**config.mk**
```make
export PLATFORM = sky130hd
export DESIGN_NAME = addr_gen
export DESIGN_NICKNAME = d
export VERILOG_FILES = /design/src/hw/resonant_pkg.sv /design/src/hw/addr_gen.sv
export SDC_FILE = /design/constraint.sdc
export NUM_CORES = 1
export LEC_CHECK = 0
export BUFFER_PORTS_ARGS = -buffer_cell sky130_fd_sc_hd__buf_4
export CAP_MARGIN = 40
export CORE_AREA = 10 10 47 49
export DETAILED_ROUTE_END_ITERATION = 16
export DIE_AREA = 0 0 57 59
export HOLD_SLACK_MARGIN = 0.03
export PLACE_DENSITY_LB_ADDON = 0.3
export SLEW_MARGIN = 40
export SYNTH_ARGS = -nofsm -noshare
export SYNTH_HDL_FRONTEND = slang
export SYNTH_SLANG_ARGS = --single-unit
```
**constraint.sdc**
```tcl
create_clock -name clk_i -period 1.1 [get_ports clk_i]
set_input_delay 0.055 -clock clk_i [delete_from_list [all_inputs] [get_ports clk_i]]
set_output_delay 0.055 -clock clk_i [all_outputs]
set_load 0.03 [all_outputs]
```
**src/hw/resonant_pkg.sv**
```systemverilog
package resonant_pkg;

	// ========================================
	// Loop dimensions
	// ========================================
	localparam int unsigned HARMONICS_NUM = 8;
	localparam int unsigned IN_SERIES_NUM = 3;
	localparam int unsigned HARM_CNT_W = $clog2(HARMONICS_NUM);
	localparam int unsigned SERIES_CNT_W = $clog2(IN_SERIES_NUM);

	// ========================================
	// Memory map
	// ========================================
	localparam int unsigned ADDR_W = 9;
	localparam int unsigned RAM_DEPTH = 2**ADDR_W;
	localparam int unsigned BANK_W = ADDR_W - SERIES_CNT_W;    // In-bank offset bits
	localparam int unsigned COEF_COMMON_BASE = HARMONICS_NUM;  // Sample of series 0
	localparam int unsigned STATE_SUM_OFFSET = HARMONICS_NUM;  // Sum slot after the states

	// ========================================
	// Arithmetic
	// ========================================
	localparam int unsigned SAMPLE_W = 18;
	localparam int unsigned Q_SHIFT = 16;                      // 1.0 is 65536
	localparam int unsigned PROD_W = 2*SAMPLE_W + 1;           // Sum of two products

	typedef struct packed {
		logic signed [SAMPLE_W-1:0] x1;
		logic signed [SAMPLE_W-1:0] x2;
	} state_word_t;

	typedef struct packed {
		logic signed [SAMPLE_W-1:0] co;                        // Also the series sample
		logic signed [SAMPLE_W-1:0] si;
	} coef_word_t;

	typedef struct packed {
		logic we;
		logic [ADDR_W-1:0] addr;
		state_word_t word;
	} mem_wr_t;

	typedef struct packed {
		logic we;
		logic [ADDR_W-1:0] addr;
		coef_word_t word;
	} coef_wr_t;

	typedef enum logic [1:0] {
		ACC_SAMPLE,
		ACC_SUM,
		ACC_HARM
	} access_t;

	typedef enum logic [3:0] {
		IDLE,
		RD_COMMON,
		WAIT_COMMON,
		RD_HARM,
		WAIT_HARM,
		CALC,
		WR_HARM,
		WR_SUM,
		NEXT_SERIES
	} seq_state_t;

endpackage

```
**src/hw/addr_gen.sv**
```systemverilog
module addr_gen
	import resonant_pkg::*;
(
	input  logic                    clk_i,
	input  logic                    harmonics_rst,
	input  access_t                 acc_kind_i,
	input  logic [HARM_CNT_W-1:0]   harm_cnt_i,
	input  logic [SERIES_CNT_W-1:0] series_cnt_i,
	output logic [ADDR_W-1:0]       state_rd_addr_o,
	output logic [ADDR_W-1:0]       coef_rd_addr_o
);

	always_ff @(posedge clk_i) begin
		if (harmonics_rst) begin
			state_rd_addr_o <= '0;
			coef_rd_addr_o <= '0;
		end else begin
			case (acc_kind_i)
				ACC_HARM: begin
					state_rd_addr_o <= {series_cnt_i, BANK_W'(harm_cnt_i)};
					coef_rd_addr_o <= ADDR_W'(harm_cnt_i);
				end
				ACC_SAMPLE: begin
					state_rd_addr_o <= {series_cnt_i, BANK_W'(STATE_SUM_OFFSET)};
					coef_rd_addr_o <= ADDR_W'(COEF_COMMON_BASE + series_cnt_i);
				end
				default: begin
					state_rd_addr_o <= {series_cnt_i, BANK_W'(STATE_SUM_OFFSET)};
					coef_rd_addr_o <= ADDR_W'(harm_cnt_i);
				end
			endcase
		end
	end

endmodule

```
==> impl_metrics.yaml <==
sta:
  fin_crit_ps: 985
  hold_viol_final: 0
  setup-tns-final_ps: 0
  fmax_mhz: 1020
  rsz0062_at_grt: "no"
  slew_violations: 0
  setup_violations: 0
  timing.final.crit_share: 0.896
final_layout:
  syn2layout_area_growth_pct: 43.8
  drive_gt1_frac: 0.429
  layout.nets: 67
  seqCellArea_um2: 200
  stdcell_area_um2: 538
  fill_cells: 155
  multiInputGateArea_um2: 140
  diodes: 0
yosys:
  syn_area_per_cell_um2: 11.0
  async_reset_ff_frac: 0
  ys.warnings.count: 0
  synthTopCellsByArea: "dfxtp_1, buf_4, mux2_1"
  synth.ff_latch_count: 10
  synth_top_area_share: 0.535
  yosysTopAreaCell: "dfxtp_1"
  synth_ff_type: "dfxtp_1"
  synth-edff-count: 0
  ys_seq_area_frac: 0.535
  syn_inst: 34
  synth_most_common_cell: "dfxtp_1"
  synth_commonest_cells: "dfxtp_1, buf_4, nor2b_1"
  ys_types: 11
  syn_area_um2: 374
clock_network:
  clockBufferDepth: 2
  clkTransAtPathRegs_ps: 60
  cts_tree: "built"
  cts_setup_buffers: 0
  numCtsBuffers: 3
  cts_sinks: 10
  clockRootBuffer: "clkbuf_4"
  htreeDepth: 1
grt:
  gr-max-usage-layer: "met2"
  antenna_found_initial: 0
  met2_usage: 0.0713
  grt_max_degree: 10
  track_usage: 0.0552
  grt_overflow: 0
  grt_pass1_vias: 319
  grt_pass1_wl_um: 1390
  met1_usage: 0.0579
  grt_util_met3: 0.0451
critical_path:
  worstPathMaxFanout: 2
  path_class: "input port to flip-flop"
  cp-start-kind: "input port"
  cp-end-kind: "flip-flop"
  crit_arrival_ps: 1130
  cp.required_ps: 1240
die:
  start_util: 0.267
  die_w_um: 57
  die_y_um: 59
  dieArea_um2: 3360
  core_um2: 1400
  ioPinCount: 27
  std_cell_rows: 14
flow_run:
  maxCapViolCount: 0
route:
  wl_per_cell_um: 12.0
  drc: 0
  drtIter0Drc: 2
  postRouteAntennaNets: 0
  routed_via_density: 3.76
  dr.pass1.iters: 2
  via_count: 271
  routed_wl_um: 866
placement:
  placed_area_um2: 495
  gp_congestion: 0.604
  io_buffer_count: 18
outcome:
  status: "finished, final reports clean"
power:
  p_leak_nw: 0.264
  power.density_nw_per_um2: 1450
  irDropWorstVdd_mv: 0.479
min_path:
  min_path_type: "input port to flip-flop"
## report_power, final
| part | leakage [nW] | switching, mW | internal, mW | total [mW] |
|---|---|---|---|---|
| clock network | 0.0138 | 0.108 | 0.125 | 0.233 |
| logic | 0.167 | 0.101 | 0.0612 | 0.162 |
| registers | 0.0827 | 0.00440 | 0.380 | 0.385 |
| total | 0.264 | 0.213 | 0.567 | 0.780 |
## kinds of logic (layout without fill, tap and decap cells)
logic type / Yosys count / in the layout / share of synthesized area
buf+inv: 8 / 23 / 0.161
flops: 10 / 10 / 0.535
mux: 2 / 2 / 0.0602
other cells: 1 / 8 / 0.0100
simple gates: 13 / 13 / 0.234
## worst max-delay path, stage by stage
cell	delay, ps
dlygate4sd3_1	530
buf_4	130
nor2b_2	140
mux2_1	270
## sequential cells by signal (all words and copies together) (netlist names)
signal,cells
state_rd_addr_o,6
coef_rd_addr_o,4
## cells in the final DEF (no fill, tap or decap)
master,instances
buf_4,18
dfxtp_1,10
conb_1,8
nor2b_1,3
clkbuf_4,3
nand2b_1,2
nor2_1,2
nor2b_2,2
nor3b_1,2
mux2_1,2
dlygate4sd3_1,2
and2b_1,1
or2_4,1
## path summary, 6_finish.rpt
path | depth (start not counted) | to | slack (ps) | startpoint
setup / recovery | 4 | coef_rd_addr_o[0] | 110 | series_cnt_i[0]
hold / removal | 2 | state_rd_addr_o[8] | 50 | series_cnt_i[1]
## through the flow
stage / setup slack [ps] / hold slack (ps) / power (mW) / util / std cells
2_1_floorplan: 386 / 125 / 0.512 / - / 41
3_3_place_gp: 255 / 310 / 0.550 / 0.354 / 67
3_5_place_dp: 226 / 303 / 0.551 / 0.354 / 67
4_1_cts: 307 / 30.9 / 0.787 / 0.370 / 70
5_1_grt: 100 / 31.5 / 0.838 / 0.384 / 72
6_report: 115 / 45.2 / 0.780 / 0.384 / 72
## metal layers
metal / vias up / part of all wire
li1: 134 / -
met1: 116 / 0.45
met2: 21 / 0.39
met3: 0 / 0.15
met4: 0 / 0
met5: - / 0
## timing repair
action	in CTS	in global routing
hold buffers	0	2
resized for setup	0	0
setup endpoints to repair	0	0
hold endpoints to repair	0	2
## layout make-up
type                       count  area share
timing repair buffer          20       0.288
clock buffer                   3      0.0419
multi-input combinational     23       0.260
sequential                    10       0.372
tap                           16      0.0372
No activity file was read; power rests on OpenSTA's default activity.
