===== config.mk =====
export PLATFORM = sky130hd
export DESIGN_NAME = loop_counters
export DESIGN_NICKNAME = d
export VERILOG_FILES = /design/src/hw/resonant_pkg.sv /design/src/hw/loop_counters.sv
export SDC_FILE = /design/constraint.sdc
export NUM_CORES = 1
export LEC_CHECK = 0
export CAP_MARGIN = 20
export CORE_AREA = 5 5 42 44
export CTS_CLUSTER_DIAMETER = 50
export CTS_CLUSTER_SIZE = 16
export DETAILED_ROUTE_END_ITERATION = 8
export DIE_AREA = 0 0 47 49
export DONT_BUFFER_PORTS = 1
export HOLD_SLACK_MARGIN = 0.05
export MAX_ROUTING_LAYER = met4
export REMOVE_ABC_BUFFERS = 1
export SYNTH_ARGS = -nofsm -noshare
export SYNTH_HDL_FRONTEND = slang
export SYNTH_SLANG_ARGS = --single-unit
export TNS_END_PERCENT = 1

===== constraint.sdc =====
create_clock -name clk_i -period 2.5 [get_ports clk_i]
set_input_delay 0.375 -clock clk_i [delete_from_list [all_inputs] [get_ports clk_i]]
set_output_delay 0.375 -clock clk_i [all_outputs]
set_load 0.03 [all_outputs]

===== src/hw/resonant_pkg.sv =====
package resonant_pkg;

	// ========================================
	// Loop dimensions
	// ========================================
	localparam int unsigned HARMONICS_NUM = 8;
	localparam int unsigned IN_SERIES_NUM = 3;
	localparam int unsigned HARM_CNT_W = $clog2(HARMONICS_NUM);
	localparam int unsigned SERIES_CNT_W = $clog2(IN_SERIES_NUM);

	// ========================================
	// Memory map
	// ========================================
	localparam int unsigned ADDR_W = 9;
	localparam int unsigned RAM_DEPTH = 2**ADDR_W;
	localparam int unsigned BANK_W = ADDR_W - SERIES_CNT_W;    // In-bank offset bits
	localparam int unsigned COEF_COMMON_BASE = HARMONICS_NUM;  // Sample of series 0
	localparam int unsigned STATE_SUM_OFFSET = HARMONICS_NUM;  // Sum slot after the states

	// ========================================
	// Arithmetic
	// ========================================
	localparam int unsigned SAMPLE_W = 18;
	localparam int unsigned Q_SHIFT = 16;                      // 1.0 is 65536
	localparam int unsigned PROD_W = 2*SAMPLE_W + 1;           // Sum of two products

	typedef struct packed {
		logic signed [SAMPLE_W-1:0] x1;
		logic signed [SAMPLE_W-1:0] x2;
	} state_word_t;

	typedef struct packed {
		logic signed [SAMPLE_W-1:0] co;                        // Also the series sample
		logic signed [SAMPLE_W-1:0] si;
	} coef_word_t;

	typedef struct packed {
		logic we;
		logic [ADDR_W-1:0] addr;
		state_word_t word;
	} mem_wr_t;

	typedef struct packed {
		logic we;
		logic [ADDR_W-1:0] addr;
		coef_word_t word;
	} coef_wr_t;

	typedef enum logic [1:0] {
		ACC_SAMPLE,
		ACC_SUM,
		ACC_HARM
	} access_t;

	typedef enum logic [3:0] {
		IDLE,
		RD_COMMON,
		WAIT_COMMON,
		RD_HARM,
		WAIT_HARM,
		CALC,
		WR_HARM,
		WR_SUM,
		NEXT_SERIES
	} seq_state_t;

endpackage


===== src/hw/loop_counters.sv =====
module loop_counters
	import resonant_pkg::*;
(
	input  logic                    clk_i,
	input  logic                    harmonics_rst,
	input  logic                    harm_inc_i,
	input  logic                    harm_clr_i,
	input  logic                    series_inc_i,
	input  logic                    series_clr_i,
	output logic [HARM_CNT_W-1:0]   harm_cnt_o,
	output logic [SERIES_CNT_W-1:0] series_cnt_o,
	output logic                    harm_end_o,
	output logic                    series_end_o
);

	always_ff @(posedge clk_i) begin
		if (harmonics_rst) begin
			harm_cnt_o <= '0;
			series_cnt_o <= '0;
			harm_end_o <= 1'b0;
			series_end_o <= 1'b0;
		end else begin
			if (harm_clr_i) begin
				harm_cnt_o <= '0;
			end else if (harm_inc_i) begin
				harm_cnt_o <= harm_cnt_o + 1'b1;
			end
			if (series_clr_i) begin
				series_cnt_o <= '0;
			end else if (series_inc_i) begin
				series_cnt_o <= series_cnt_o + 1'b1;
			end
			// Flags lag the counts by one cycle
			harm_end_o <= (harm_cnt_o == HARM_CNT_W'(HARMONICS_NUM - 1));
			series_end_o <= (series_cnt_o == SERIES_CNT_W'(IN_SERIES_NUM - 1));
		end
	end

endmodule


==> flow_summary.json <==
{
  "status": "finished, final reports clean",
  "critPathTopFamily": "flip-flops",
  "overflow": 0,
  "cts.htree.levels": 1,
  "grtUsageMet3_pct": 4.797,
  "antenna_found_initial": 0,
  "detail_route.vias_per_cell": 3.884,
  "synth_cells": 23,
  "critical-path-max-stage-delay_ps": 530,
  "fmax_ghz": 0.7352,
  "drt_iter0_drc": 1,
  "power_density_nw_per_um2": 731.1,
  "post-route-drc-count": 0,
  "path_buf_inv": 1,
  "synth.most_common_cell": "dfxtp_1",
  "place_congestion": 0.6342,
  "fp.coreArea_sq_um": 1401,
  "cp.arrival_ps": 1500,
  "ctsHoldBuffers": 0,
  "grt_pass1_wl_microns": 848,
  "worstMarginPinSlew_ps": 381.3,
  "synthFlopType": "dfxtp_1",
  "gr-usage-met1_pct": 5.519,
  "initial_core_util_pct": 19.37,
  "antenna_cells": 0,
  "fin_crit_ps": 1360,
  "worst-path-max-fanout": 3,
  "synth_seq_cells": 7,
  "cts_max_path_buffers": 2,
  "power_uw": 232.4,
  "cts_sinks": 7,
  "startpoint_type": "flop",
  "synth.top_cell.area_share_pct": 51.61,
  "clk_pin_slew_ps": 50,
  "setup_viol": 0,
  "grt_pass1_vias": 183,
  "critPathRequiredTime_ps": 2640,
  "post_cts_buffers": 0,
  "ys_top_cells_by_count": "7 x dfxtp_1, 4 x nor3_1, 3 x ha_1",
  "placed_cells": 39,
  "fin_nets": 37,
  "cts_tree": "done",
  "clockRootBuffer": "clkbuf_4",
  "ys_top_cells_by_area": "dfxtp_1 52%, ha_1 14%, mux2i_1 7.4%",
  "row_count": 14,
  "drive_above_1_share_pct": 14.81,
  "ys_types": 10,
  "fin_crit_sh_pct": 54.41,
  "cts_buffers": 3,
  "async_reset_ff_share_pct": 0,
  "worst_setup_path_end_kind": "flop",
  "synth_warnings": 0,
  "grt_setup_unrepaired": "no",
  "num_io_pins": 13,
  "drt_wl_total_microns": 489,
  "die_y_microns": 49,
  "p_leak_uw": 0.0001317,
  "top_usage_layer": "met2",
  "clock-skew-final_ps": 1.311,
  "synth-seq-area-share_pct": 51.61,
  "avgRoutedWirePerCell_microns": 11.37,
  "crit_type": "reg -> reg",
  "port_buffers": 0,
  "layout.cells.non_filler": 43,
  "cap_violations": 0,
  "netlist_area_sq_um": 271.5,
  "clk_latency_ps": 240,
  "cts_resized": 0,
  "relSlewSlack_pct": 74.55,
  "crit_slowest_cell": "dfxtp_1",
  "yosysTopAreaCell": "dfxtp_1",
  "min_path_type": "in -> reg",
  "timing.setup.tns_ps": 0,
  "die_w_microns": 47,
  "hpwl_microns": 411.6,
  "use_met2_pct": 7.692,
  "dieArea_sq_um": 2303,
  "area_growth_pct": 17.05,
  "drtAntennaViolNets": 0,
  "first_pass_iters": 2,
  "cp_cell_sequence": "inv_1, ha_1, a2111oi_2",
  "synth.avg_cell_area_sq_um": 11.80,
  "grt_max_degree": 8,
  "grt_usage_pct": 5.640,
  "finalHoldViolations": 0,
  "vias": 167,
  "drv_slew": 0,
  "irDropWorstVdd_v": 0.0001773,
  "synth-edff-count": 0
}
-- sequential cells by signal, indices dropped and copies added (netlist names) --
name / cells
series_cnt_o: 2
harm_cnt_o: 3
series_end_o: 1
harm_end_o: 1
-- final timing paths --
| kind | depth (start not counted) | slack (ps) | to | from |
|---|---|---|---|---|
| min reg2reg | 2 | 680 | series_cnt_o[1]$_SDFFE_PP0P_ | series_cnt_o[1]$_SDFFE_PP0P_ |
| max reg2reg | 3 | 1140 | series_cnt_o[1]$_SDFFE_PP0P_ | series_cnt_o[0]$_SDFFE_PP0P_ |
| max | 3 | 1140 | series_cnt_o[1]$_SDFFE_PP0P_ | series_cnt_o[0]$_SDFFE_PP0P_ |
| min | 1 | 200 | series_cnt_o[1]$_SDFFE_PP0P_ | series_clr_i |
-- power by group --
part / internal, uW / total (uW) / switching, uW
logic: 5.95 / 9.15 / 3.20
registers: 115 / 123 / 8.62
clock network: 60.7 / 99.8 / 39.1
-- final cells by class --
class / instances / area, sq um
fill: 163 / 1084
tap: 16 / 20.02
inverter: 1 / 3.754
multi-input combinational: 15 / 127.6
clock buffer: 4 / 26.28
sequential: 7 / 140.1
-- metal layers --
metal | vias to the layer above | wire (microns)
li1 | 88 | -
met1 | 73 | 181
met2 | 6 | 229
met3 | 0 | 78
met4 | 0 | 0
met5 | - | 0
-- layout by cell type (no fill, tap or decap) --
master | Yosys | routed
and2b_1 | 1 | 1
a2111oi_2 | 1 | 1
xnor2_1 | 2 | 2
nor2b_1 | 1 | 1
mux2i_1 | 2 | 2
nor3_1 | 4 | 4
dfxtp_1 | 7 | 7
clkbuf_4 | 0 | 3
inv_1 | 1 | 1
ha_1 | 3 | 3
nor2_1 | 1 | 1
clkbuf_1 | 0 | 1
-- logic make-up after synthesis --
family | after synthesis | share of synthesized area, %
and+or+nand+nor | 7 | 13.83
DFF | 7 | 51.61
adders and majority gates | 3 | 13.83
xor gates and xnor gates | 2 | 6.453
muxes | 2 | 7.374
AOI/OAI and AO/OA | 1 | 5.528
buffers and inverters | 1 | 1.381
-- stage by stage --
step	hold WS [ps]	util, %	instance area, sq um	setup slack [ps]
floorplan	446.6	-	271.5	1185
global placement	448.6	20.80	291.5	1142
detailed placement	452.9	20.80	291.5	1132
CTS	185.9	22.68	317.8	1119
global route	180.2	22.68	317.8	1075
finish	199.0	22.68	317.8	1140
(Power assumes the default switching activity.)
