## config.mk

```make
export PLATFORM = sky130hd
export DESIGN_NAME = resonant_sequencer
export DESIGN_NICKNAME = d
export VERILOG_FILES = /design/src/hw/resonant_pkg.sv /design/src/hw/resonant_sequencer.sv
export SDC_FILE = /design/constraint.sdc
export NUM_CORES = 1
export LEC_CHECK = 0
export BUFFER_PORTS_ARGS = -buffer_cell sky130_fd_sc_hd__buf_2
export CAP_MARGIN = 10
export CORE_AREA = 5 5 42 44
export DETAILED_ROUTE_END_ITERATION = 7
export DIE_AREA = 0 0 47 49
export GPL_TIMING_DRIVEN = 0
export PLACE_DENSITY = 0.61
export SLEW_MARGIN = 10
export SYNTH_ARGS = -nofsm -noshare
export SYNTH_HDL_FRONTEND = slang
export SYNTH_SLANG_ARGS = --single-unit
```

## constraint.sdc

```tcl
create_clock -name clk_i -period 2.2 [get_ports clk_i]
set_clock_uncertainty 0.05 [all_clocks]
set_input_delay 0.55 -clock clk_i [delete_from_list [all_inputs] [get_ports clk_i]]
set_output_delay 0.55 -clock clk_i [all_outputs]
set_load 0.03 [all_outputs]
```

## src/hw/resonant_pkg.sv

```systemverilog
package resonant_pkg;

	// ========================================
	// Loop dimensions
	// ========================================
	localparam int unsigned HARMONICS_NUM = 8;
	localparam int unsigned IN_SERIES_NUM = 3;
	localparam int unsigned HARM_CNT_W = $clog2(HARMONICS_NUM);
	localparam int unsigned SERIES_CNT_W = $clog2(IN_SERIES_NUM);

	// ========================================
	// Memory map
	// ========================================
	localparam int unsigned ADDR_W = 9;
	localparam int unsigned RAM_DEPTH = 2**ADDR_W;
	localparam int unsigned BANK_W = ADDR_W - SERIES_CNT_W;    // In-bank offset bits
	localparam int unsigned COEF_COMMON_BASE = HARMONICS_NUM;  // Sample of series 0
	localparam int unsigned STATE_SUM_OFFSET = HARMONICS_NUM;  // Sum slot after the states

	// ========================================
	// Arithmetic
	// ========================================
	localparam int unsigned SAMPLE_W = 18;
	localparam int unsigned Q_SHIFT = 16;                      // 1.0 is 65536
	localparam int unsigned PROD_W = 2*SAMPLE_W + 1;           // Sum of two products

	typedef struct packed {
		logic signed [SAMPLE_W-1:0] x1;
		logic signed [SAMPLE_W-1:0] x2;
	} state_word_t;

	typedef struct packed {
		logic signed [SAMPLE_W-1:0] co;                        // Also the series sample
		logic signed [SAMPLE_W-1:0] si;
	} coef_word_t;

	typedef struct packed {
		logic we;
		logic [ADDR_W-1:0] addr;
		state_word_t word;
	} mem_wr_t;

	typedef struct packed {
		logic we;
		logic [ADDR_W-1:0] addr;
		coef_word_t word;
	} coef_wr_t;

	typedef enum logic [1:0] {
		ACC_SAMPLE,
		ACC_SUM,
		ACC_HARM
	} access_t;

	typedef enum logic [3:0] {
		IDLE,
		RD_COMMON,
		WAIT_COMMON,
		RD_HARM,
		WAIT_HARM,
		CALC,
		WR_HARM,
		WR_SUM,
		NEXT_SERIES
	} seq_state_t;

endpackage

```

## src/hw/resonant_sequencer.sv

```systemverilog
module resonant_sequencer
	import resonant_pkg::*;
(
	input  logic    clk_i,
	input  logic    harmonics_rst,
	input  logic    start_i,
	input  logic    harm_end_i,
	input  logic    series_end_i,
	output access_t acc_kind_o,
	output logic    harm_inc_o,
	output logic    harm_clr_o,
	output logic    series_inc_o,
	output logic    series_clr_o,
	output logic    load_sample_o,
	output logic    load_sum_o,
	output logic    calc_o,
	output logic    wr_harm_o,
	output logic    wr_sum_o,
	output logic    busy_o
);

	seq_state_t state_q;
	seq_state_t state_d;
	logic sum_phase_q;    // Second pass of the common reads

	always_comb begin
		state_d = state_q;
		case (state_q)
			IDLE:        if (start_i) state_d = RD_COMMON;
			RD_COMMON:   state_d = WAIT_COMMON;
			WAIT_COMMON: state_d = sum_phase_q ? RD_HARM : RD_COMMON;
			RD_HARM:     state_d = WAIT_HARM;
			WAIT_HARM:   state_d = CALC;
			CALC:        state_d = WR_HARM;
			WR_HARM:     state_d = harm_end_i ? WR_SUM : RD_HARM;
			WR_SUM:      state_d = NEXT_SERIES;
			NEXT_SERIES: state_d = series_end_i ? IDLE : RD_COMMON;
			default:     state_d = IDLE;
		endcase
	end

	// Kind of the read issued in this cycle
	always_comb begin
		case (state_q)
			RD_COMMON, WAIT_COMMON: acc_kind_o = sum_phase_q ? ACC_SUM : ACC_SAMPLE;
			RD_HARM, WAIT_HARM, CALC: acc_kind_o = ACC_HARM;
			default: acc_kind_o = ACC_SUM;    // Sum address for the sum write
		endcase
	end

	assign harm_inc_o = (state_q == WR_HARM) && !harm_end_i;
	assign harm_clr_o = ((state_q == WR_HARM) && harm_end_i)
		|| ((state_q == NEXT_SERIES) && series_end_i);
	assign series_inc_o = (state_q == NEXT_SERIES) && !series_end_i;
	assign series_clr_o = (state_q == NEXT_SERIES) && series_end_i;
	assign busy_o = (state_q != IDLE);

	// ========================================
	// Datapath strobes, aligned with read data
	// ========================================
	always_ff @(posedge clk_i) begin
		if (harmonics_rst) begin
			state_q <= IDLE;
			sum_phase_q <= 1'b0;
			load_sample_o <= 1'b0;
			load_sum_o <= 1'b0;
			calc_o <= 1'b0;
			wr_harm_o <= 1'b0;
			wr_sum_o <= 1'b0;
		end else begin
			state_q <= state_d;
			if (state_q == WAIT_COMMON) begin
				sum_phase_q <= !sum_phase_q;
			end
			load_sample_o <= (state_q == WAIT_COMMON) && !sum_phase_q;
			load_sum_o <= (state_q == WAIT_COMMON) && sum_phase_q;
			calc_o <= (state_q == WAIT_HARM);
			wr_harm_o <= (state_q == WAIT_HARM);
			wr_sum_o <= (state_q == WR_HARM) && harm_end_i;    // Write lands in NEXT_SERIES
		end
	end

endmodule

```

==> impl_metrics.csv <==
group,metric,value,unit
sta,rsz0062_at_grt,"no",
worst_setup_path,ff2ff_path_depth,4,
cts,postCtsHoldBufs,0,
worst_setup_path,crit_fanout,10,
global_route,overflow,0,
global_route,grt_first_pass_wirelength,1.580,mm
finish,nets,77,
cts,numCtsBuffers,3,
place,place_congestion,0.7647,
drt,drcViolationCount,0,
finish,diodes,0,
cts,cts_sinks,9,
floorplanning,die_y,49,um
place,pre_cts_ws,0.3658,ns
sta,finalSetupViolations,0,
synthesis,synth_ff_type,"dfxtp_1",
drt,wl_per_cell,11.15,um
worst_setup_path,crit_path_max_incr_delay,0.45,ns
sta,finalMaxSlewViolations,0,
cts,cts_tree,"done",
worst_hold_path,hold_class,"reg2reg",
cts,clk_path_buf_depth,2,
sta,final-hold-violation-count,0,
synthesis,yosys.cell_types.count,24,
synthesis,synthArstFlopShare,0,%
cts,clk_latency,0.26,ns
place,port_buffers,16,
sta,maxSlewHeadroom,84.54,%
floorplanning,start_util,33.75,%
synthesis,syn_area,473.0,sq um
sta,max_clock_freq,491.9,MHz
sta,finalSetupTns,0,ns
sta,min_period,2.033,ns
worst_setup_path,crit_start,"state_q[1]",
power,peakVddDrop,292.1,uV
place,dp_hpwl,741.6,um
global_route,grt_max_degree,11,
power,p_leak,0.2673,nW
worst_setup_path,crit_end,"acc_kind_o[0]",
synthesis,synth-edff-count,0,
floorplanning,ios,17,
drt,drt_pass1_iterations,2,
worst_setup_path,cp.depth,4,
worst_setup_path,endpoint_kind,"primary output",
synthesis,ys_warn_count,0,
power,powerDensity,609.4,nW/um^2
sta,fin_ws,0.1670,ns
power,p_total,365.3,uW
cts,postCtsSetupRepairBufs,0,
worst_setup_path,reg2reg_from,"state_q[1]",
synthesis,synth_fp_nets,56,
worst_setup_path,critPathTopFamily,"flip-flops",
sta,tightest_slew,0.2298,ns
worst_setup_path,cpMaxStageDelayCell,"dfxtp_1",
global_route,antenna_found_initial,0,
global_route,globalRouteTotalUtil,9.605,%
worst_setup_path,crit_required,1.60,ns
worst_setup_path,worstSetupStartpointType,"register",
drt,wl,970,um
floorplanning,die_w,47,um
cts,path_clk_slew,0.06,ns
cts,cts_resized,0,
worst_setup_path,cp_data_arrival_time,1.43,ns
finish,syn2layout_area_growth,26.72,%
flow_run,cap_viol_max_count,0,
synthesis,synth-seq-area-share,38.10,%
synthesis,ys_seq_elements,9,
floorplanning,core_area,1401,sq um
worst_setup_path,reg2reg_setup_slack,1.09,ns
finish,drive_gt1_share,40.85,%
cts,h-tree-depth,1,
drt,ant_nets,0,
floorplanning,row_count,14,
worst_setup_path,crit_buf_inv,2,
floorplanning,die-area,2303,sq um
drt,routed-via-count,426,
synthesis,syn_inst,51,
synthesis,synth.avg_cell_area,9.274,sq um
worst_setup_path,rr_endpoint,"state_q[2]",
drt,viasPerCell,4.897,
run_status,status,"complete, no violations",
worst_setup_path,path_cells,"buf_6 -> a21oi_1 -> a221o_1 -> buf_2",
worst_setup_path,crit_type,"reg2out",
drt,drt_iter0_markers,2,
cts,cts-root-buf,"clkbuf_4",
sta,finalCritPeriodShare,92.41,%
global_route,grt_pass1_vias,363,
==> area by class of cell <==
cell class / count / area, sq um
fillers: 170 / 802.0
multi-input cells: 35 / 236.5
flip-flops and latches: 9 / 180.2
repair buffers: 16 / 80.08
plain buffers: 5 / 48.80
clock buffers: 4 / 26.28
well taps: 16 / 20.02
inverters: 2 / 7.507
==> Yosys cell counts (2+ instances only) <==
cell type | n | area, sq um
buf_6 | 3 | 33.78
inv_1 | 2 | 7.510
nor4b_2 | 2 | 30.03
nor2_1 | 5 | 18.77
nor3_1 | 5 | 25.02
dfxtp_1 | 9 | 180.2
a21oi_1 | 2 | 10.01
nand2b_1 | 5 | 31.28
buf_4 | 2 | 15.01
nor4_1 | 2 | 12.51
==> flip-flops by register name, summed over array words and instances, names as in the netlist <==
signal	flops
load_sample_o	1
state_q	4
wr_harm_o	1
sum_phase_q	1
wr_sum_o	1
load_sum_o	1
==> per-stage QoR <==
stage               util, %  cells  hold WS [ns]  instance area [sq um]
CTS                   42.77     87        0.4449                  599.3
global placement      40.89     83        0.4146                  573.1
detailed placement    40.89     83        0.4300                  573.1
finish                42.77     87        0.4379                  599.3
floorplan                 -     51        0.3864                  473.0
global route          42.77     87        0.4893                  599.3
==> cell usage in the layout (no fill, tap or decap), drive strengths merged, types with 2 or more instances in the layout <==
| cell type | n |
|---|---|
| a21oi | 2 |
| buf | 21 |
| clkbuf | 4 |
| dfxtp | 9 |
| inv | 2 |
| nand2b | 5 |
| nand3b | 2 |
| nor2 | 5 |
| nor3 | 6 |
| nor4 | 2 |
| nor4b | 2 |
==> how the worst min path moves through the flow <==
stage	startpoint	end	depth (start not counted)	slack, ns
3_5_place_dp	sum_phase_q	load_sample_o	1	0.43
5_1_grt	sum_phase_q	load_sample_o	1	0.49
4_1_cts	sum_phase_q	load_sample_o	1	0.44
2_1_floorplan	sum_phase_q	load_sample_o	1	0.39
3_3_place_gp	sum_phase_q	load_sample_o	1	0.41
6_report	sum_phase_q	load_sample_o	1	0.44
==> power breakdown <==
part	internal (mW)	switching [mW]
Sequential	0.168	0.00587
Clock	0.0698	0.0566
Combinational	0.0259	0.0389
==> kinds of logic (layout without fill, tap and decap cells) <==
family,after synthesis,count (layout),synth area share [%]
DFF,9,9,38.09
AOI/OAI and AO/OA,9,9,14.02
and+or+nand+nor,25,25,34.13
buffers and inverters,7,27,11.90
xor gates and xnor gates,1,1,1.852
==> metal layers <==
metal	share of wire [%]	global-route usage (%)	vias up	wire length, um
li1	-	-	220	-
met5	0	0	-	0
met1	48	13.30	193	466
met3	6.3	4.428	2	61
met2	44	12.44	11	424
met4	1.8	4.147	0	17
Power figures use the tool's default switching activity.
