`src/hw/resonant_pkg.sv`:
```
package resonant_pkg;

	// ========================================
	// Loop dimensions
	// ========================================
	localparam int unsigned HARMONICS_NUM = 8;
	localparam int unsigned IN_SERIES_NUM = 3;
	localparam int unsigned HARM_CNT_W = $clog2(HARMONICS_NUM);
	localparam int unsigned SERIES_CNT_W = $clog2(IN_SERIES_NUM);

	// ========================================
	// Memory map
	// ========================================
	localparam int unsigned ADDR_W = 9;
	localparam int unsigned RAM_DEPTH = 2**ADDR_W;
	localparam int unsigned BANK_W = ADDR_W - SERIES_CNT_W;    // In-bank offset bits
	localparam int unsigned COEF_COMMON_BASE = HARMONICS_NUM;  // Sample of series 0
	localparam int unsigned STATE_SUM_OFFSET = HARMONICS_NUM;  // Sum slot after the states

	// ========================================
	// Arithmetic
	// ========================================
	localparam int unsigned SAMPLE_W = 18;
	localparam int unsigned Q_SHIFT = 16;                      // 1.0 is 65536
	localparam int unsigned PROD_W = 2*SAMPLE_W + 1;           // Sum of two products

	typedef struct packed {
		logic signed [SAMPLE_W-1:0] x1;
		logic signed [SAMPLE_W-1:0] x2;
	} state_word_t;

	typedef struct packed {
		logic signed [SAMPLE_W-1:0] co;                        // Also the series sample
		logic signed [SAMPLE_W-1:0] si;
	} coef_word_t;

	typedef struct packed {
		logic we;
		logic [ADDR_W-1:0] addr;
		state_word_t word;
	} mem_wr_t;

	typedef struct packed {
		logic we;
		logic [ADDR_W-1:0] addr;
		coef_word_t word;
	} coef_wr_t;

	typedef enum logic [1:0] {
		ACC_SAMPLE,
		ACC_SUM,
		ACC_HARM
	} access_t;

	typedef enum logic [3:0] {
		IDLE,
		RD_COMMON,
		WAIT_COMMON,
		RD_HARM,
		WAIT_HARM,
		CALC,
		WR_HARM,
		WR_SUM,
		NEXT_SERIES
	} seq_state_t;

endpackage

```
`src/hw/resonator_datapath.sv`:
```
module resonator_datapath
	import resonant_pkg::*;
(
	input  logic              clk_i,
	input  logic              harmonics_rst,
	input  logic              load_sample_i,
	input  logic              load_sum_i,
	input  logic              calc_i,
	input  logic              wr_harm_i,
	input  logic              wr_sum_i,
	input  state_word_t       state_rd_i,
	input  coef_word_t        coef_rd_i,
	input  logic [ADDR_W-1:0] state_rd_addr_i,
	output mem_wr_t           state_wr_o
);

	logic signed [SAMPLE_W-1:0] sample_q;
	logic signed [SAMPLE_W-1:0] err_q;
	logic signed [SAMPLE_W-1:0] sum_q;
	logic signed [PROD_W-1:0] rot1_full;
	logic signed [PROD_W-1:0] rot2_full;
	logic signed [PROD_W-1:0] rot1_sh;
	logic signed [PROD_W-1:0] rot2_sh;
	logic signed [SAMPLE_W-1:0] x1_new;
	logic signed [SAMPLE_W-1:0] x2_new;
	state_word_t wr_word;
	logic wr_we_q;
	logic [ADDR_W-1:0] wr_addr_q;
	state_word_t wr_word_q;

	// ========================================
	// Rotation
	// ========================================
	always_comb begin
		rot1_full = PROD_W'($signed(coef_rd_i.co)) * PROD_W'($signed(state_rd_i.x1))
			- PROD_W'($signed(coef_rd_i.si)) * PROD_W'($signed(state_rd_i.x2));
		rot2_full = PROD_W'($signed(coef_rd_i.si)) * PROD_W'($signed(state_rd_i.x1))
			+ PROD_W'($signed(coef_rd_i.co)) * PROD_W'($signed(state_rd_i.x2));
		rot1_sh = rot1_full >>> Q_SHIFT;
		rot2_sh = rot2_full >>> Q_SHIFT;
		x1_new = rot1_sh[SAMPLE_W-1:0] + err_q;    // Error drives the first state
		x2_new = rot2_sh[SAMPLE_W-1:0];
		wr_word.x1 = wr_sum_i ? sum_q : x1_new;
		wr_word.x2 = wr_sum_i ? '0 : x2_new;
	end

	always_ff @(posedge clk_i) begin
		if (load_sample_i) begin
			sample_q <= coef_rd_i.co;
		end
		if (load_sum_i) begin
			err_q <= sample_q - state_rd_i.x1;    // Previous sum of this series
			sum_q <= '0;
		end else if (calc_i) begin
			sum_q <= sum_q + x1_new;
		end
		if (wr_harm_i || wr_sum_i) begin
			wr_addr_q <= state_rd_addr_i;
			wr_word_q <= wr_word;
		end
	end

	always_ff @(posedge clk_i) begin
		if (harmonics_rst) begin
			wr_we_q <= 1'b0;
		end else begin
			wr_we_q <= wr_harm_i || wr_sum_i;
		end
	end

	assign state_wr_o = '{we: wr_we_q, addr: wr_addr_q, word: wr_word_q};

endmodule

```
`config.mk`:
```
export PLATFORM = sky130hd
export DESIGN_NAME = resonator_datapath
export DESIGN_NICKNAME = d
export VERILOG_FILES = /design/src/hw/resonant_pkg.sv /design/src/hw/resonator_datapath.sv
export SDC_FILE = /design/constraint.sdc
export NUM_CORES = 2
export LEC_CHECK = 0
export ABC_AREA = 1
export BUFFER_PORTS_ARGS = -buffer_cell sky130_fd_sc_hd__buf_2
export CAP_MARGIN = 15
export CORE_ASPECT_RATIO = 0.75
export CORE_MARGIN = 10
export CORE_UTILIZATION = 70
export DETAILED_ROUTE_END_ITERATION = 16
export MAX_ROUTING_LAYER = met4
export PLACE_DENSITY = 0.92
export REMOVE_ABC_BUFFERS = 1
export SYNTH_ARGS = -nofsm -noshare
export SYNTH_HDL_FRONTEND = slang
export SYNTH_SLANG_ARGS = --single-unit
```
`constraint.sdc`:
```
create_clock -name clk_i -period 17.7 [get_ports clk_i]
set_clock_uncertainty 0.15 [all_clocks]
set_input_delay 3.54 -clock clk_i [delete_from_list [all_inputs] [get_ports clk_i]]
set_output_delay 3.54 -clock clk_i [all_outputs]
set_load 0.05 [all_outputs]
```
==> results <==
- After clock tree synthesis, the repair step resized 0 gates.
- The number of remaining DRC errors is 0.
- The total global-route track usage is 35.2%.
- For this design, the slowest cell found on the critical path is sky130_fd_sc_hd__inv_1.
- The violation count after the first detailed-routing iteration is 4299.
- The category of the critical setup timing path is primary input to flip-flop.
- For flop-to-flop paths, the worst setup slack is 13.41 ns.
- The maximum clock frequency is 70.9 MHz.
- After technology mapping, the gate count stands at 6269.
- Port buffering added 133 buffers.
- The cell area after placement is 54000 um2.
- The final design area excluding fillers is 54400 um2.
- Dividing the detail-routed wire length by the instance count gives 19.8 um.
- Counting every sink on the clock net gives 100.
- The row count is 87.
- The final number of max-transition violations is 0.
- Detailed placement ended at an HPWL of 108000 um.
- After synthesis the cells add up to 52900 um2.
- The number of global-route vias before repair is 47600.
- The final-stage net count is 8000.
- In this run the vertical extent of the chip is 258 um.
- Setup violations remaining at the end of the flow were counted as 0.
- Entering global routing, the biggest net connects 39 pins.
- The final hold violation count is 0.
- The number of synthesis warnings is 0.
- The proportion of layout cells with a drive suffix above 1 is 4.29%.
- The total of flip-flops plus latches after synthesis is 100.
- The clock-pin slew on the worst setup and hold paths is 0.07 ns.
- Data arrives at the worst endpoint at 14.24 ns.
- The library cells used most frequently in the layout, excluding fill and tap cells, are sky130_fd_sc_hd__inv_1 (2031), sky130_fd_sc_hd__nand2_1 (1505), sky130_fd_sc_hd__fa_1 (1380).
- Setup repair after global routing left no endpoint under its margin.
- Measured in cells, the most critical reg-to-reg path has a length of 25.
- At the pin with the least slew margin, the transition time is 1.12 ns.
- The tool flagged a number of max-cap violations equal to 0.
- The number of vias in the routed layout is 41200.
- STA classifies the critical path startpoint as a primary input.
- The run finished with clean final reports.
- 134 I/O pins were placed.
- The number of cells on the worst hold path is 4.
- The largest buffer count on any clock path is 2.
- Sequential cells were found to cover 5.32% of the synthesized design area.
- The level count of the clock H-tree is 3.
- The area growth from synthesis to layout is 2.87%.
- The detail route stage leaves a number of antenna-violating nets equal to 0.
- The number of antenna violations at the first check in global routing is 4.
- The total negative setup slack is 0 ns.
- The die is 337 um wide.
- The iteration count of the initial detailed-routing pass is 14.
- The fraction of the core area covered by cells at the end of the flow is 72.5%.
- The top fanout value on the critical path is 36.
- The average vias per placed instance is 5.75.
- The post-CTS setup-driven buffer insertion count is 0.
- After layout, the worst path uses 79.7% of the clock period.
- CTS placed an instance of sky130_fd_sc_hd__clkbuf_16 at the clock tree root.
- At the end of routability-driven placement, the weighted congestion stood at 0.937.
- The post-route minimum period is 14.11 ns.
- The insertion delay to the later sink of the worst-skew pair is 0.41 ns.
- In this run the mean area of a mapped cell was 8.43 um2.
- The maximum single-stage delay on the critical path is 0.67 ns.
- The full die area is 87000 um2.
- The most common cell after layout, fill and taps aside is sky130_fd_sc_hd__inv_1.
- In this run the worst hold path is classified as flip-flop to flip-flop.
- The wire length of the first global-routing pass is 235000 um.
- TritonCTS built the clock tree.
- The relative max-transition margin is 25.6%.
- The core area is 75000 um2.
- The number of different library cells in the post-synthesis netlist is 50.
- The number of hold buffers added after CTS is 0.
- The total overflow left after global routing is 0.
- The final layout contains routed wiring with a total length of 142000 um.
- The data required time at the worst endpoint is 17.83 ns.
- The worst setup path is captured at a flip-flop.
- Once the floorplan was initialized, standard cells occupied 70.5% of the core.
- The number of CTS-inserted buffers is 9.
## worst max-delay path: cells and delay by family
family | cells | cell delay, ns
compound gates | 9 | 1.47
simple gates | 15 | 2.27
buf+inv | 7 | 1.41
fa+ha+maj | 11 | 5.07
xor+xnor | 2 | 0.43
## metal layers
metal | up-vias | part of all wire (%) | track usage, % | routed length [um]
li1 | 17200 | - | - | -
met1 | 19900 | 33 | 41.4 | 46400
met2 | 3170 | 45 | 53.7 | 64400
met3 | 922 | 15 | 10.4 | 20800
met4 | 0 | 7.3 | 20.3 | 10400
met5 | - | 0 | - | 0
## area by class of cell
cell class	count	area [um2]
Tap cell	979	1220
Antenna cell	6	15.0
Inverter	2035	7640
Timing Repair Buffer	194	1120
Clock buffer	10	239
Clock inverter	6	76.3
Multi-Input combinational cell	3836	41200
Fill cell	4856	20600
Sequential cell	100	2810
## synthesized netlist by cell type, drive strengths merged
master,count,share of area [%]
a21oi,128,1.2
xor2,63,1.0
nor4,5,0.059
nor3b,1,0.014
nor2,113,0.83
buf,66,0.56
o21bai,9,0.15
clkbuf,232,1.6
nand2,1515,11
a2111oi,1,0.017
o31ai,4,0.057
o211ai,5,0.071
o221ai,1,0.017
edfxtp,81,4.6
o311ai,1,0.017
nand4,7,0.083
nand3b,2,0.028
dfxtp,19,0.72
a211oi,3,0.052
xnor2,40,0.66
and2,1,0.012
nor3,8,0.076
a31oi,9,0.12
a221oi,1,0.017
a21o,10,0.14
inv,2035,14
ha,356,8.4
o21a,9,0.13
a31o,1,0.017
a21boi,3,0.057
fa,1380,52
o21ai,90,0.87
nand3,46,0.45
or2,24,0.28
## path summary, 6_finish.rpt
path                                  to                   start
setup / recovery  sum_q[16]$_SDFFE_PP0P_           state_rd_i[0]
hold / removal    sum_q[17]$_SDFFE_PP0P_  sum_q[17]$_SDFFE_PP0P_
setup reg to reg  sum_q[17]$_SDFFE_PP0P_      err_q[0]$_DFFE_PP_
hold reg to reg   sum_q[17]$_SDFFE_PP0P_  sum_q[17]$_SDFFE_PP0P_
## sequential cells by signal, summed over array words and instances, names as in the netlist
| signal | flops |
|---|---|
| sample_q | 18 |
| sum_q | 18 |
| state_wr_o | 36 |
| err_q | 18 |
| wr_addr_q | 9 |
| wr_we_q | 1 |
## stage by stage
stage	hold WS, ns	setup slack (ns)	std cells
3_3_place_gp	0.355	3.78	7144
5_1_grt	0.408	2.94	7165
2_1_floorplan	0.327	5.54	5971
3_5_place_dp	0.369	3.54	7144
4_1_cts	0.385	3.89	7160
6_report	0.383	3.59	7166
## logic make-up after synthesis
group / share of synthesized area, %
AO/OA/AOI/OAI: 2.96
adder cells (fa/ha/maj): 60.7
XOR/XNOR: 1.71
buffers and inverters: 16.7
AND/OR/NAND/NOR: 12.6
flip-flops: 5.32
Power is left out: the tool's default activity adds up to more than one toggle a clock period on the data nets, which glitch-free logic cannot reach.
